<file path="src/verilog/uart_pkg.sv">
package uart_pkg;

  // ########################################
  // frame format
  // ########################################

  localparam int WORD_LEN   = 8;   // data bits per frame
  localparam int OVERSAMPLE = 16;  // ticks per bit cell

  // ########################################
  // register map
  // ########################################

  localparam int                DIV_W     = 16;
  localparam logic [DIV_W-1:0]  DIV_RESET = 16'd3;
  localparam int                ADDR_W    = 2;

  localparam logic [ADDR_W-1:0] A_DIV    = 2'd0;  // r/w baud divisor
  localparam logic [ADDR_W-1:0] A_TXDATA = 2'd1;  // write starts a frame
  localparam logic [ADDR_W-1:0] A_RXDATA = 2'd2;  // last received byte
  localparam logic [ADDR_W-1:0] A_STATUS = 2'd3;  // sticky flags

  typedef enum logic [2:0] {
    x_IDLE,
    x_START,
    x_WAIT,
    x_SHIFT,
    x_STOP
  } xmit_state_t;

  typedef enum logic [1:0] {
    r_IDLE,
    r_START,
    r_DATA,
    r_STOP
  } rec_state_t;

  // read back at A_STATUS[4:0], tx_busy on top
  typedef struct packed {
    logic tx_busy;
    logic rx_valid;
    logic rx_frame_err;
    logic rx_overrun;
    logic tx_drop;
  } uart_status_t;

endpackage

</file>
<file path="src/verilog/baud_tick_gen.sv">
`timescale 1ns/1ps

module baud_tick_gen (
  input  logic                       sys_clk,
  input  logic                       sys_rst_l,
  input  logic [uart_pkg::DIV_W-1:0] divisor,
  output logic                       tick
);

  logic [uart_pkg::DIV_W-1:0] cnt;

  always_ff @(posedge sys_clk) begin
    if (!sys_rst_l) begin
      cnt <= '0;
    end else if (cnt == '0) begin
      cnt <= divisor;  // one tick every divisor+1 clocks
    end else begin
      cnt <= cnt - 1'b1;
    end
  end

  always_ff @(posedge sys_clk) begin
    if (!sys_rst_l) begin
      tick <= 1'b0;
    end else begin
      tick <= (cnt == '0);
    end
  end

  // a zero reload two clocks back is the only way to get back-to-back ticks
  a_tick_single : assert property (
    @(posedge sys_clk) disable iff (!sys_rst_l)
    (divisor != '0) && ($past(divisor, 2) != '0) |-> !(tick && $past(tick))
  );

endmodule

</file>
<file path="src/verilog/uart_cfg_regs.sv">
`timescale 1ns/1ps

module uart_cfg_regs (
  input  logic                        sys_clk,
  input  logic                        sys_rst_l,
  input  logic                        reg_wr,
  input  logic                        reg_rd,
  input  logic [uart_pkg::ADDR_W-1:0] reg_addr,
  input  logic [15:0]                 reg_wdata,
  output logic [15:0]                 reg_rdata,
  output logic [uart_pkg::DIV_W-1:0]  divisor,
  output logic                        xmit,
  output logic [uart_pkg::WORD_LEN-1:0] xmit_data,
  input  logic                        xmit_done,
  input  logic                        rec_strobe,
  input  logic                        rec_frame_err,
  input  logic [uart_pkg::WORD_LEN-1:0] rec_data
);

  uart_pkg::uart_status_t        status;
  logic [uart_pkg::WORD_LEN-1:0] rx_hold;
  logic                          wr_div;
  logic                          wr_tx;
  logic                          rd_rx;
  logic                          rd_status;

  assign wr_div    = reg_wr && (reg_addr == uart_pkg::A_DIV);
  assign wr_tx     = reg_wr && (reg_addr == uart_pkg::A_TXDATA);
  assign rd_rx     = reg_rd && (reg_addr == uart_pkg::A_RXDATA);
  assign rd_status = reg_rd && (reg_addr == uart_pkg::A_STATUS);

  assign xmit      = wr_tx && xmit_done;  // busy writes never reach the transmitter
  assign xmit_data = reg_wdata[uart_pkg::WORD_LEN-1:0];

  always_ff @(posedge sys_clk) begin
    if (!sys_rst_l) begin
      divisor <= uart_pkg::DIV_RESET;
    end else if (wr_div) begin
      divisor <= reg_wdata[uart_pkg::DIV_W-1:0];
    end
  end

  always_ff @(posedge sys_clk) begin
    if (rec_strobe) begin
      rx_hold <= rec_data;  // newest byte wins
    end
  end

  // ########################################
  // status flags, sets override clears
  // ########################################

  always_ff @(posedge sys_clk) begin
    if (!sys_rst_l) begin
      status <= '0;
    end else begin
      status.tx_busy <= !xmit_done;
      if (rd_rx) begin
        status.rx_valid <= 1'b0;
      end
      if (rd_status) begin
        status.rx_frame_err <= 1'b0;
        status.rx_overrun   <= 1'b0;
        status.tx_drop      <= 1'b0;
      end
      if (rec_strobe) begin
        status.rx_valid <= 1'b1;
        if (status.rx_valid && !rd_rx) begin
          status.rx_overrun <= 1'b1;  // old byte lost
        end
        if (rec_frame_err) begin
          status.rx_frame_err <= 1'b1;
        end
      end
      if (wr_tx && !xmit_done) begin
        status.tx_drop <= 1'b1;
      end
    end
  end

  always_ff @(posedge sys_clk) begin
    if (!sys_rst_l) begin
      reg_rdata <= '0;
    end else if (reg_rd) begin
      case (reg_addr)
        uart_pkg::A_DIV:    reg_rdata <= 16'(divisor);
        uart_pkg::A_RXDATA: reg_rdata <= 16'(rx_hold);
        uart_pkg::A_STATUS: reg_rdata <= 16'(status);  // pre-clear value
        default:            reg_rdata <= '0;
      endcase
    end
  end

  // the transmitter must be idle and must leave idle right after the pulse
  a_xmit_idle : assert property (
    @(posedge sys_clk) disable iff (!sys_rst_l)
    xmit |-> xmit_done ##1 !xmit_done
  );

endmodule

</file>
<file path="src/verilog/u_xmit.sv">
`timescale 1ns/1ps

module u_xmit (
  input  logic                          sys_clk,
  input  logic                          sys_rst_l,
  input  logic                          tick,
  input  logic                          xmit,
  input  logic [uart_pkg::WORD_LEN-1:0] xmit_data,
  output logic                          uart_tx,
  output logic                          xmit_done
);

  typedef enum logic [1:0] {
    SEL_START,
    SEL_DATA,
    SEL_STOP
  } line_sel_t;

  uart_pkg::xmit_state_t                   state;
  uart_pkg::xmit_state_t                   next_state;
  logic [$clog2(uart_pkg::OVERSAMPLE)-1:0] cell_cnt;
  logic [uart_pkg::WORD_LEN-1:0]           shift_reg;
  logic [$clog2(uart_pkg::WORD_LEN):0]     bit_cnt;
  logic                                    load_shift;
  logic                                    shift_ena;
  logic                                    bit_ena;
  logic                                    done_in;
  logic                                    cell_last;
  logic                                    wait_last;
  line_sel_t                               line_sel;
  logic                                    line_bit;

  assign cell_last = (int'(cell_cnt) == uart_pkg::OVERSAMPLE - 1);
  assign wait_last = (int'(cell_cnt) == uart_pkg::OVERSAMPLE - 2);  // x_SHIFT takes the last tick

  always_comb begin
    case (line_sel)
      SEL_START: line_bit = 1'b0;
      SEL_DATA:  line_bit = shift_reg[0];
      default:   line_bit = 1'b1;
    endcase
  end

  // line only moves on a tick so every cell is exactly 16 ticks
  always_ff @(posedge sys_clk) begin
    if (!sys_rst_l) begin
      uart_tx <= 1'b1;
    end else if (tick) begin
      uart_tx <= line_bit;
    end
  end

  always_ff @(posedge sys_clk) begin
    if (!sys_rst_l) begin
      cell_cnt <= '0;
    end else if (state == uart_pkg::x_IDLE) begin
      cell_cnt <= '0;
    end else if (tick) begin
      cell_cnt <= cell_cnt + 1'b1;  // wraps at cell end
    end
  end

  always_ff @(posedge sys_clk) begin
    if (load_shift) begin
      shift_reg <= xmit_data;
    end else if (shift_ena) begin
      shift_reg <= {1'b1, shift_reg[uart_pkg::WORD_LEN-1:1]};  // fill with ones
    end
  end

  always_ff @(posedge sys_clk) begin
    if (!sys_rst_l) begin
      bit_cnt <= '0;
    end else if (state == uart_pkg::x_IDLE) begin
      bit_cnt <= '0;
    end else if (bit_ena) begin
      bit_cnt <= bit_cnt + 1'b1;
    end
  end

  // ########################################
  // bit-cell state machine
  // ########################################

  always_ff @(posedge sys_clk) begin
    if (!sys_rst_l) begin
      state     <= uart_pkg::x_IDLE;
      xmit_done <= 1'b1;
    end else begin
      state     <= next_state;
      xmit_done <= done_in;
    end
  end

  always_comb begin
    next_state = state;
    load_shift = 1'b0;
    shift_ena  = 1'b0;
    bit_ena    = 1'b0;
    done_in    = 1'b0;
    line_sel   = SEL_STOP;
    case (state)
      uart_pkg::x_IDLE: begin
        if (xmit) begin
          next_state = uart_pkg::x_START;
          load_shift = 1'b1;
        end else begin
          done_in = 1'b1;
        end
      end
      uart_pkg::x_START: begin
        line_sel = SEL_START;
        if (tick && cell_last) begin
          next_state = uart_pkg::x_WAIT;
        end
      end
      uart_pkg::x_WAIT: begin
        line_sel = SEL_DATA;
        if (tick && wait_last) begin
          next_state = uart_pkg::x_SHIFT;
          bit_ena    = 1'b1;  // one more bit sent
        end
      end
      uart_pkg::x_SHIFT: begin
        line_sel = SEL_DATA;
        if (tick) begin
          shift_ena = 1'b1;
          if (int'(bit_cnt) == uart_pkg::WORD_LEN) begin
            next_state = uart_pkg::x_STOP;
          end else begin
            next_state = uart_pkg::x_WAIT;
          end
        end
      end
      uart_pkg::x_STOP: begin
        line_sel = SEL_STOP;
        if (tick && cell_last) begin
          next_state = uart_pkg::x_IDLE;
          done_in    = 1'b1;
        end
      end
      default: next_state = uart_pkg::x_IDLE;
    endcase
  end

  // line lags the state by one tick, so skip the first tick of x_START
  a_start_low : assert property (
    @(posedge sys_clk) disable iff (!sys_rst_l)
    (state == uart_pkg::x_START) && (cell_cnt != '0) |-> !uart_tx
  );

endmodule

</file>
<file path="src/verilog/u_rec.sv">
`timescale 1ns/1ps

module u_rec (
  input  logic                          sys_clk,
  input  logic                          sys_rst_l,
  input  logic                          tick,
  input  logic                          uart_rx,
  output logic [uart_pkg::WORD_LEN-1:0] rec_data,
  output logic                          rec_strobe,
  output logic                          rec_frame_err
);

  uart_pkg::rec_state_t                    state;
  uart_pkg::rec_state_t                    next_state;
  logic                                    rx_meta;
  logic                                    rx_sync;
  logic                                    rx_last;
  logic                                    rx_fall;
  logic [$clog2(uart_pkg::OVERSAMPLE)-1:0] cell_cnt;
  logic [$clog2(uart_pkg::WORD_LEN)-1:0]   bit_cnt;
  logic                                    mid_cell;
  logic                                    end_cell;
  logic                                    cnt_clr;
  logic                                    bit_take;
  logic                                    stop_take;

  // ########################################
  // input synchronizer
  // ########################################

  always_ff @(posedge sys_clk) begin
    if (!sys_rst_l) begin
      rx_meta <= 1'b1;
      rx_sync <= 1'b1;
      rx_last <= 1'b1;
    end else begin
      rx_meta <= uart_rx;
      rx_sync <= rx_meta;
      rx_last <= rx_sync;  // for edge detect
    end
  end

  assign rx_fall  = rx_last && !rx_sync;
  assign mid_cell = tick && (int'(cell_cnt) == uart_pkg::OVERSAMPLE / 2 - 1);
  assign end_cell = tick && (int'(cell_cnt) == uart_pkg::OVERSAMPLE - 1);

  // realigned at mid start bit, so end_cell lands mid-bit afterwards
  always_ff @(posedge sys_clk) begin
    if (!sys_rst_l) begin
      cell_cnt <= '0;
    end else if ((state == uart_pkg::r_IDLE) || cnt_clr) begin
      cell_cnt <= '0;
    end else if (tick) begin
      cell_cnt <= cell_cnt + 1'b1;
    end
  end

  always_ff @(posedge sys_clk) begin
    if (!sys_rst_l) begin
      bit_cnt <= '0;
    end else if (state == uart_pkg::r_IDLE) begin
      bit_cnt <= '0;
    end else if (bit_take) begin
      bit_cnt <= bit_cnt + 1'b1;
    end
  end

  always_ff @(posedge sys_clk) begin
    if (bit_take) begin
      rec_data <= {rx_sync, rec_data[uart_pkg::WORD_LEN-1:1]};  // lsb first
    end
  end

  always_ff @(posedge sys_clk) begin
    if (!sys_rst_l) begin
      rec_strobe    <= 1'b0;
      rec_frame_err <= 1'b0;
    end else begin
      rec_strobe    <= stop_take;
      rec_frame_err <= stop_take && !rx_sync;  // low stop bit
    end
  end

  always_ff @(posedge sys_clk) begin
    if (!sys_rst_l) begin
      state <= uart_pkg::r_IDLE;
    end else begin
      state <= next_state;
    end
  end

  always_comb begin
    next_state = state;
    cnt_clr    = 1'b0;
    bit_take   = 1'b0;
    stop_take  = 1'b0;
    case (state)
      uart_pkg::r_IDLE: begin
        if (rx_fall) begin
          next_state = uart_pkg::r_START;
        end
      end
      uart_pkg::r_START: begin
        if (mid_cell) begin
          if (!rx_sync) begin
            next_state = uart_pkg::r_DATA;
            cnt_clr    = 1'b1;
          end else begin
            next_state = uart_pkg::r_IDLE;  // glitch, not a start bit
          end
        end
      end
      uart_pkg::r_DATA: begin
        if (end_cell) begin
          bit_take = 1'b1;
          if (int'(bit_cnt) == uart_pkg::WORD_LEN - 1) begin
            next_state = uart_pkg::r_STOP;
          end
        end
      end
      uart_pkg::r_STOP: begin
        if (end_cell) begin
          stop_take  = 1'b1;
          next_state = uart_pkg::r_IDLE;
        end
      end
      default: next_state = uart_pkg::r_IDLE;
    endcase
  end

  a_strobe_pulse : assert property (
    @(posedge sys_clk) disable iff (!sys_rst_l)
    rec_strobe |=> !rec_strobe
  );

endmodule

</file>
<file path="src/verilog/uart_top.sv">
`timescale 1ns/1ps

module uart_top (
  input  logic                        sys_clk,
  input  logic                        sys_rst_l,
  input  logic                        reg_wr,
  input  logic                        reg_rd,
  input  logic [uart_pkg::ADDR_W-1:0] reg_addr,
  input  logic [15:0]                 reg_wdata,
  output logic [15:0]                 reg_rdata,
  output logic                        uart_tx,
  input  logic                        uart_rx
);

  logic [uart_pkg::DIV_W-1:0]    divisor;
  logic                          tick;
  logic                          xmit;
  logic [uart_pkg::WORD_LEN-1:0] xmit_data;
  logic                          xmit_done;
  logic [uart_pkg::WORD_LEN-1:0] rec_data;
  logic                          rec_strobe;
  logic                          rec_frame_err;

  uart_cfg_regs regs (
    .sys_clk       (sys_clk),
    .sys_rst_l     (sys_rst_l),
    .reg_wr        (reg_wr),
    .reg_rd        (reg_rd),
    .reg_addr      (reg_addr),
    .reg_wdata     (reg_wdata),
    .reg_rdata     (reg_rdata),
    .divisor       (divisor),
    .xmit          (xmit),
    .xmit_data     (xmit_data),
    .xmit_done     (xmit_done),
    .rec_strobe    (rec_strobe),
    .rec_frame_err (rec_frame_err),
    .rec_data      (rec_data)
  );

  baud_tick_gen baud (
    .sys_clk   (sys_clk),
    .sys_rst_l (sys_rst_l),
    .divisor   (divisor),
    .tick      (tick)
  );

  // tx and rx share one tick
  u_xmit xmtr (
    .sys_clk   (sys_clk),
    .sys_rst_l (sys_rst_l),
    .tick      (tick),
    .xmit      (xmit),
    .xmit_data (xmit_data),
    .uart_tx   (uart_tx),
    .xmit_done (xmit_done)
  );

  u_rec rcvr (
    .sys_clk       (sys_clk),
    .sys_rst_l     (sys_rst_l),
    .tick          (tick),
    .uart_rx       (uart_rx),
    .rec_data      (rec_data),
    .rec_strobe    (rec_strobe),
    .rec_frame_err (rec_frame_err)
  );

endmodule

</file>
<file path="config.mk">
export PLATFORM = sky130hd
export DESIGN_NAME = uart_top
export DESIGN_NICKNAME = d
export VERILOG_FILES = /design/src/verilog/uart_pkg.sv /design/src/verilog/baud_tick_gen.sv /design/src/verilog/uart_cfg_regs.sv /design/src/verilog/u_xmit.sv /design/src/verilog/u_rec.sv /design/src/verilog/uart_top.sv
export SDC_FILE = /design/constraint.sdc
export NUM_CORES = 1
export LEC_CHECK = 0
export BUFFER_PORTS_ARGS = -buffer_cell sky130_fd_sc_hd__clkbuf_2
export CORE_UTILIZATION = 52
export CTS_BUF_LIST = sky130_fd_sc_hd__clkbuf_8
export CTS_CLUSTER_DIAMETER = 100
export DETAILED_ROUTE_END_ITERATION = 12
export PLACE_DENSITY = 0.67
export SETUP_SLACK_MARGIN = 0.4
export SLEW_MARGIN = 20
export SYNTH_ARGS = -nofsm -noshare
export SYNTH_HDL_FRONTEND = slang
export SYNTH_SLANG_ARGS = --single-unit
</file>
<file path="constraint.sdc">
create_clock -name sys_clk -period 2.18 [get_ports sys_clk]
set_clock_uncertainty 0.15 [all_clocks]
set_input_delay 0 -clock sys_clk [delete_from_list [all_inputs] [get_ports sys_clk]]
set_output_delay 0 -clock sys_clk [all_outputs]
set_load 0.01 [all_outputs]
</file>
==> results.toml <==
[grt]
grt_usage_pct = 21.6
grt_start_max_net_pins = 44
grt.overflow.total = 0
grt_pass1_wl_um = 14700
antenna_found_initial = 0
grt_pass1_vias = 3173

[cells_and_area]
drive_gt1_share_pct = 22.0
nets = 546
n_antenna_cell = 0
area_delta_synth_final_pct = 20.9
top_regs = "baud.cnt: 16 flops, regs.divisor: 16 flops, regs.reg_rdata: 16 flops"
layout_common_cells = "77 x dfxtp_1, 46 x nand2_1, 45 x nor2_1"
num-fill-cells = 673
final_common_cell = "dfxtp_1"
fin_area_mm2 = 0.00536

[critical_path]
end_kind = "flop"
critPathRequiredTime_ns = 2.16
reg2reg_from = "xmtr.state[0]"
cp.arrival_ns = 1.77
worstPathMaxFanout = 8
worst_r2r_path_depth = 3
crit_type = "reg2reg"
startpoint_type = "flop"
timing.rr.end = "xmtr.shift_reg[0]"
reg2reg_slack_ns = 0.39

[clock_network]
numCtsBuffers = 9
clk_latency_ns = 0.37
clk_pin_slew_ns = 0.11
cts_htree_levels = 3
cts_tree = "done"
root_buffer = "clkbuf_8"
cts.sinks = 105
cts_buffer_depth = 2

[synthesis]
syn-cell-area_mm2 = 0.00443
async_flop_share_pct = 0
synth_seq_cells = 105
synth_cell_type_count = 56
syn-instance-count = 445
synth_edf_count = 24
synth_flop_cell = "dfxtp_1"
yosysSeqAreaShare_pct = 52.9
ys.warnings.count = 0
syn_nets = 477
avgSynthCellArea_um2 = 9.96

[power_and_ir_drop]
max-vdd-ir-drop_mv = 0.454
leakagePower_uw = 0.00204
power_density_mw_per_mm2 = 916

[timing]
tightest_slew_ns = 0.628
relSlewSlack_pct = 58.2
rsz0062_at_grt = "yes"
hold_viol = 0
finalMaxSlewViolations = 0
max_freq_ghz = 0.559
finalCritPeriodShare_pct = 82.1
fin_crit_ns = 1.79
finalSetupTns_ns = 0
final-setup-viol-count = 0

[die]
coreArea_mm2 = 0.00822
pin_count = 40
die_y_um = 94.3
die_area_mm2 = 0.00890
die_x_um = 94.3
start_util_pct = 53.9
rows = 33

[route]
num_vias = 3376
routedWlPerCell_um = 14.6
drt-total-wl_um = 9130
drc = 0
routed_via_density = 5.41
drtAntennaViolNets = 0
first_pass_iters = 4
drt_iter0_drc = 105

[placed_design]
gp_congestion = 0.750
place_area_mm2 = 0.00473
hpwl_um = 5930
portBuffers = 39

[worst_hold_path]
hold_depth = 5
hold_path_class = "in2reg"
min_from = "reg_addr[1]"
hold_path_end = "regs.status[1]"

[run]
max-cap-violations = 0

[outcome]
outcome = "completed"
## worst max-delay path: stages (launching register included)
cell     delay (ns)
dfxtp_4        0.37
or2_4          0.25
or3_4          0.45
mux2_4         0.32
## routing by layer
layer	wire length (um)	vias up	track usage, %
li1	-	1699	-
met1	3990	1603	25.3
met2	4590	59	37.4
met3	347	15	5.26
met4	204	0	9.23
met5	0	-	0
## logic make-up after synthesis
| kind of cell | after synthesis | synth area share, % |
|---|---|---|
| buf+inv | 40 | 3.61 |
| compound gates | 88 | 13.3 |
| xor+xnor | 21 | 4.15 |
| fa+ha+maj | 9 | 2.54 |
| flops | 105 | 52.9 |
| mux | 19 | 4.63 |
| simple gates | 163 | 18.9 |
## synthesized netlist by cell type (8+ instances only)
| library cell | n | area [um^2] |
|---|---|---|
| ha_1 | 9 | 113 |
| nand2_1 | 46 | 173 |
| nor2_1 | 45 | 169 |
| dfxtp_1 | 81 | 1620 |
| nand2b_1 | 14 | 87.6 |
| xor2_1 | 11 | 96.3 |
| o21ai_0 | 13 | 65.1 |
| edfxtp_1 | 24 | 721 |
| inv_1 | 14 | 52.6 |
| xnor2_1 | 10 | 87.6 |
| nand3_1 | 19 | 95.1 |
| clkbuf_1 | 15 | 56.3 |
| a21oi_1 | 34 | 170 |
| buf_2 | 8 | 40.0 |
## how the worst max path moves through the flow
stage	slack [ns]	start	endpoint
floorplan	0.36	xmtr.state[1]	xmtr.shift_reg[0]
global placement	0.31	xmtr.state[1]	xmtr.shift_reg[2]
detailed placement	0.27	xmtr.state[1]	xmtr.shift_reg[1]
CTS	0.40	xmtr.xmit_done	xmtr.shift_reg[0]
global route	0.34	baud.cnt[9]	baud.cnt[15]
finish	0.39	xmtr.state[0]	xmtr.shift_reg[0]
## repair_timing
item / CTS / global route
hold buffers: 23 / 0
cloned: 0 / 1
setup buffers: 2 / 9
resized for setup: 6 / 17
hold endpoints to repair: 32 / 0
pin swaps: 2 / 5
endpoints found under the setup margin: 34 / 25
## per-stage QoR
| step | hold slack, ns | util (%) | instances | total power [uW] | setup WS, ns |
|---|---|---|---|---|---|
| finish | 0.0300 | 65.2 | 624 | 4910 | 0.391 |
| global route | 0.0522 | 65.2 | 624 | 5190 | 0.340 |
| CTS | 0.00691 | 63.6 | 614 | 4810 | 0.398 |
| detailed placement | 0.0433 | 57.5 | 573 | 3440 | 0.270 |
| global placement | 0.0396 | 57.5 | 573 | 3410 | 0.306 |
| floorplan | -0.0485 | - | 445 | 3210 | 0.362 |
## power by group
group          switching [uW]  internal (uW)  total, uW
clock network             701            556       1260
logic                     630            659       1290
registers                 218           2140       2360
total                    1550           3360       4910
## area by class of cell
class,instances,area (um^2),share of cell area (%)
multi-input cells,300,2010,37.5
flip-flops and latches,105,2350,43.9
clock inverters,7,86.3,1.61
clock buffers,9,124,2.31
well taps,105,131,2.45
repair buffers,83,601,11.2
inverters,15,56.3,1.05
Note: power is estimated with default switching activity, not from simulation.
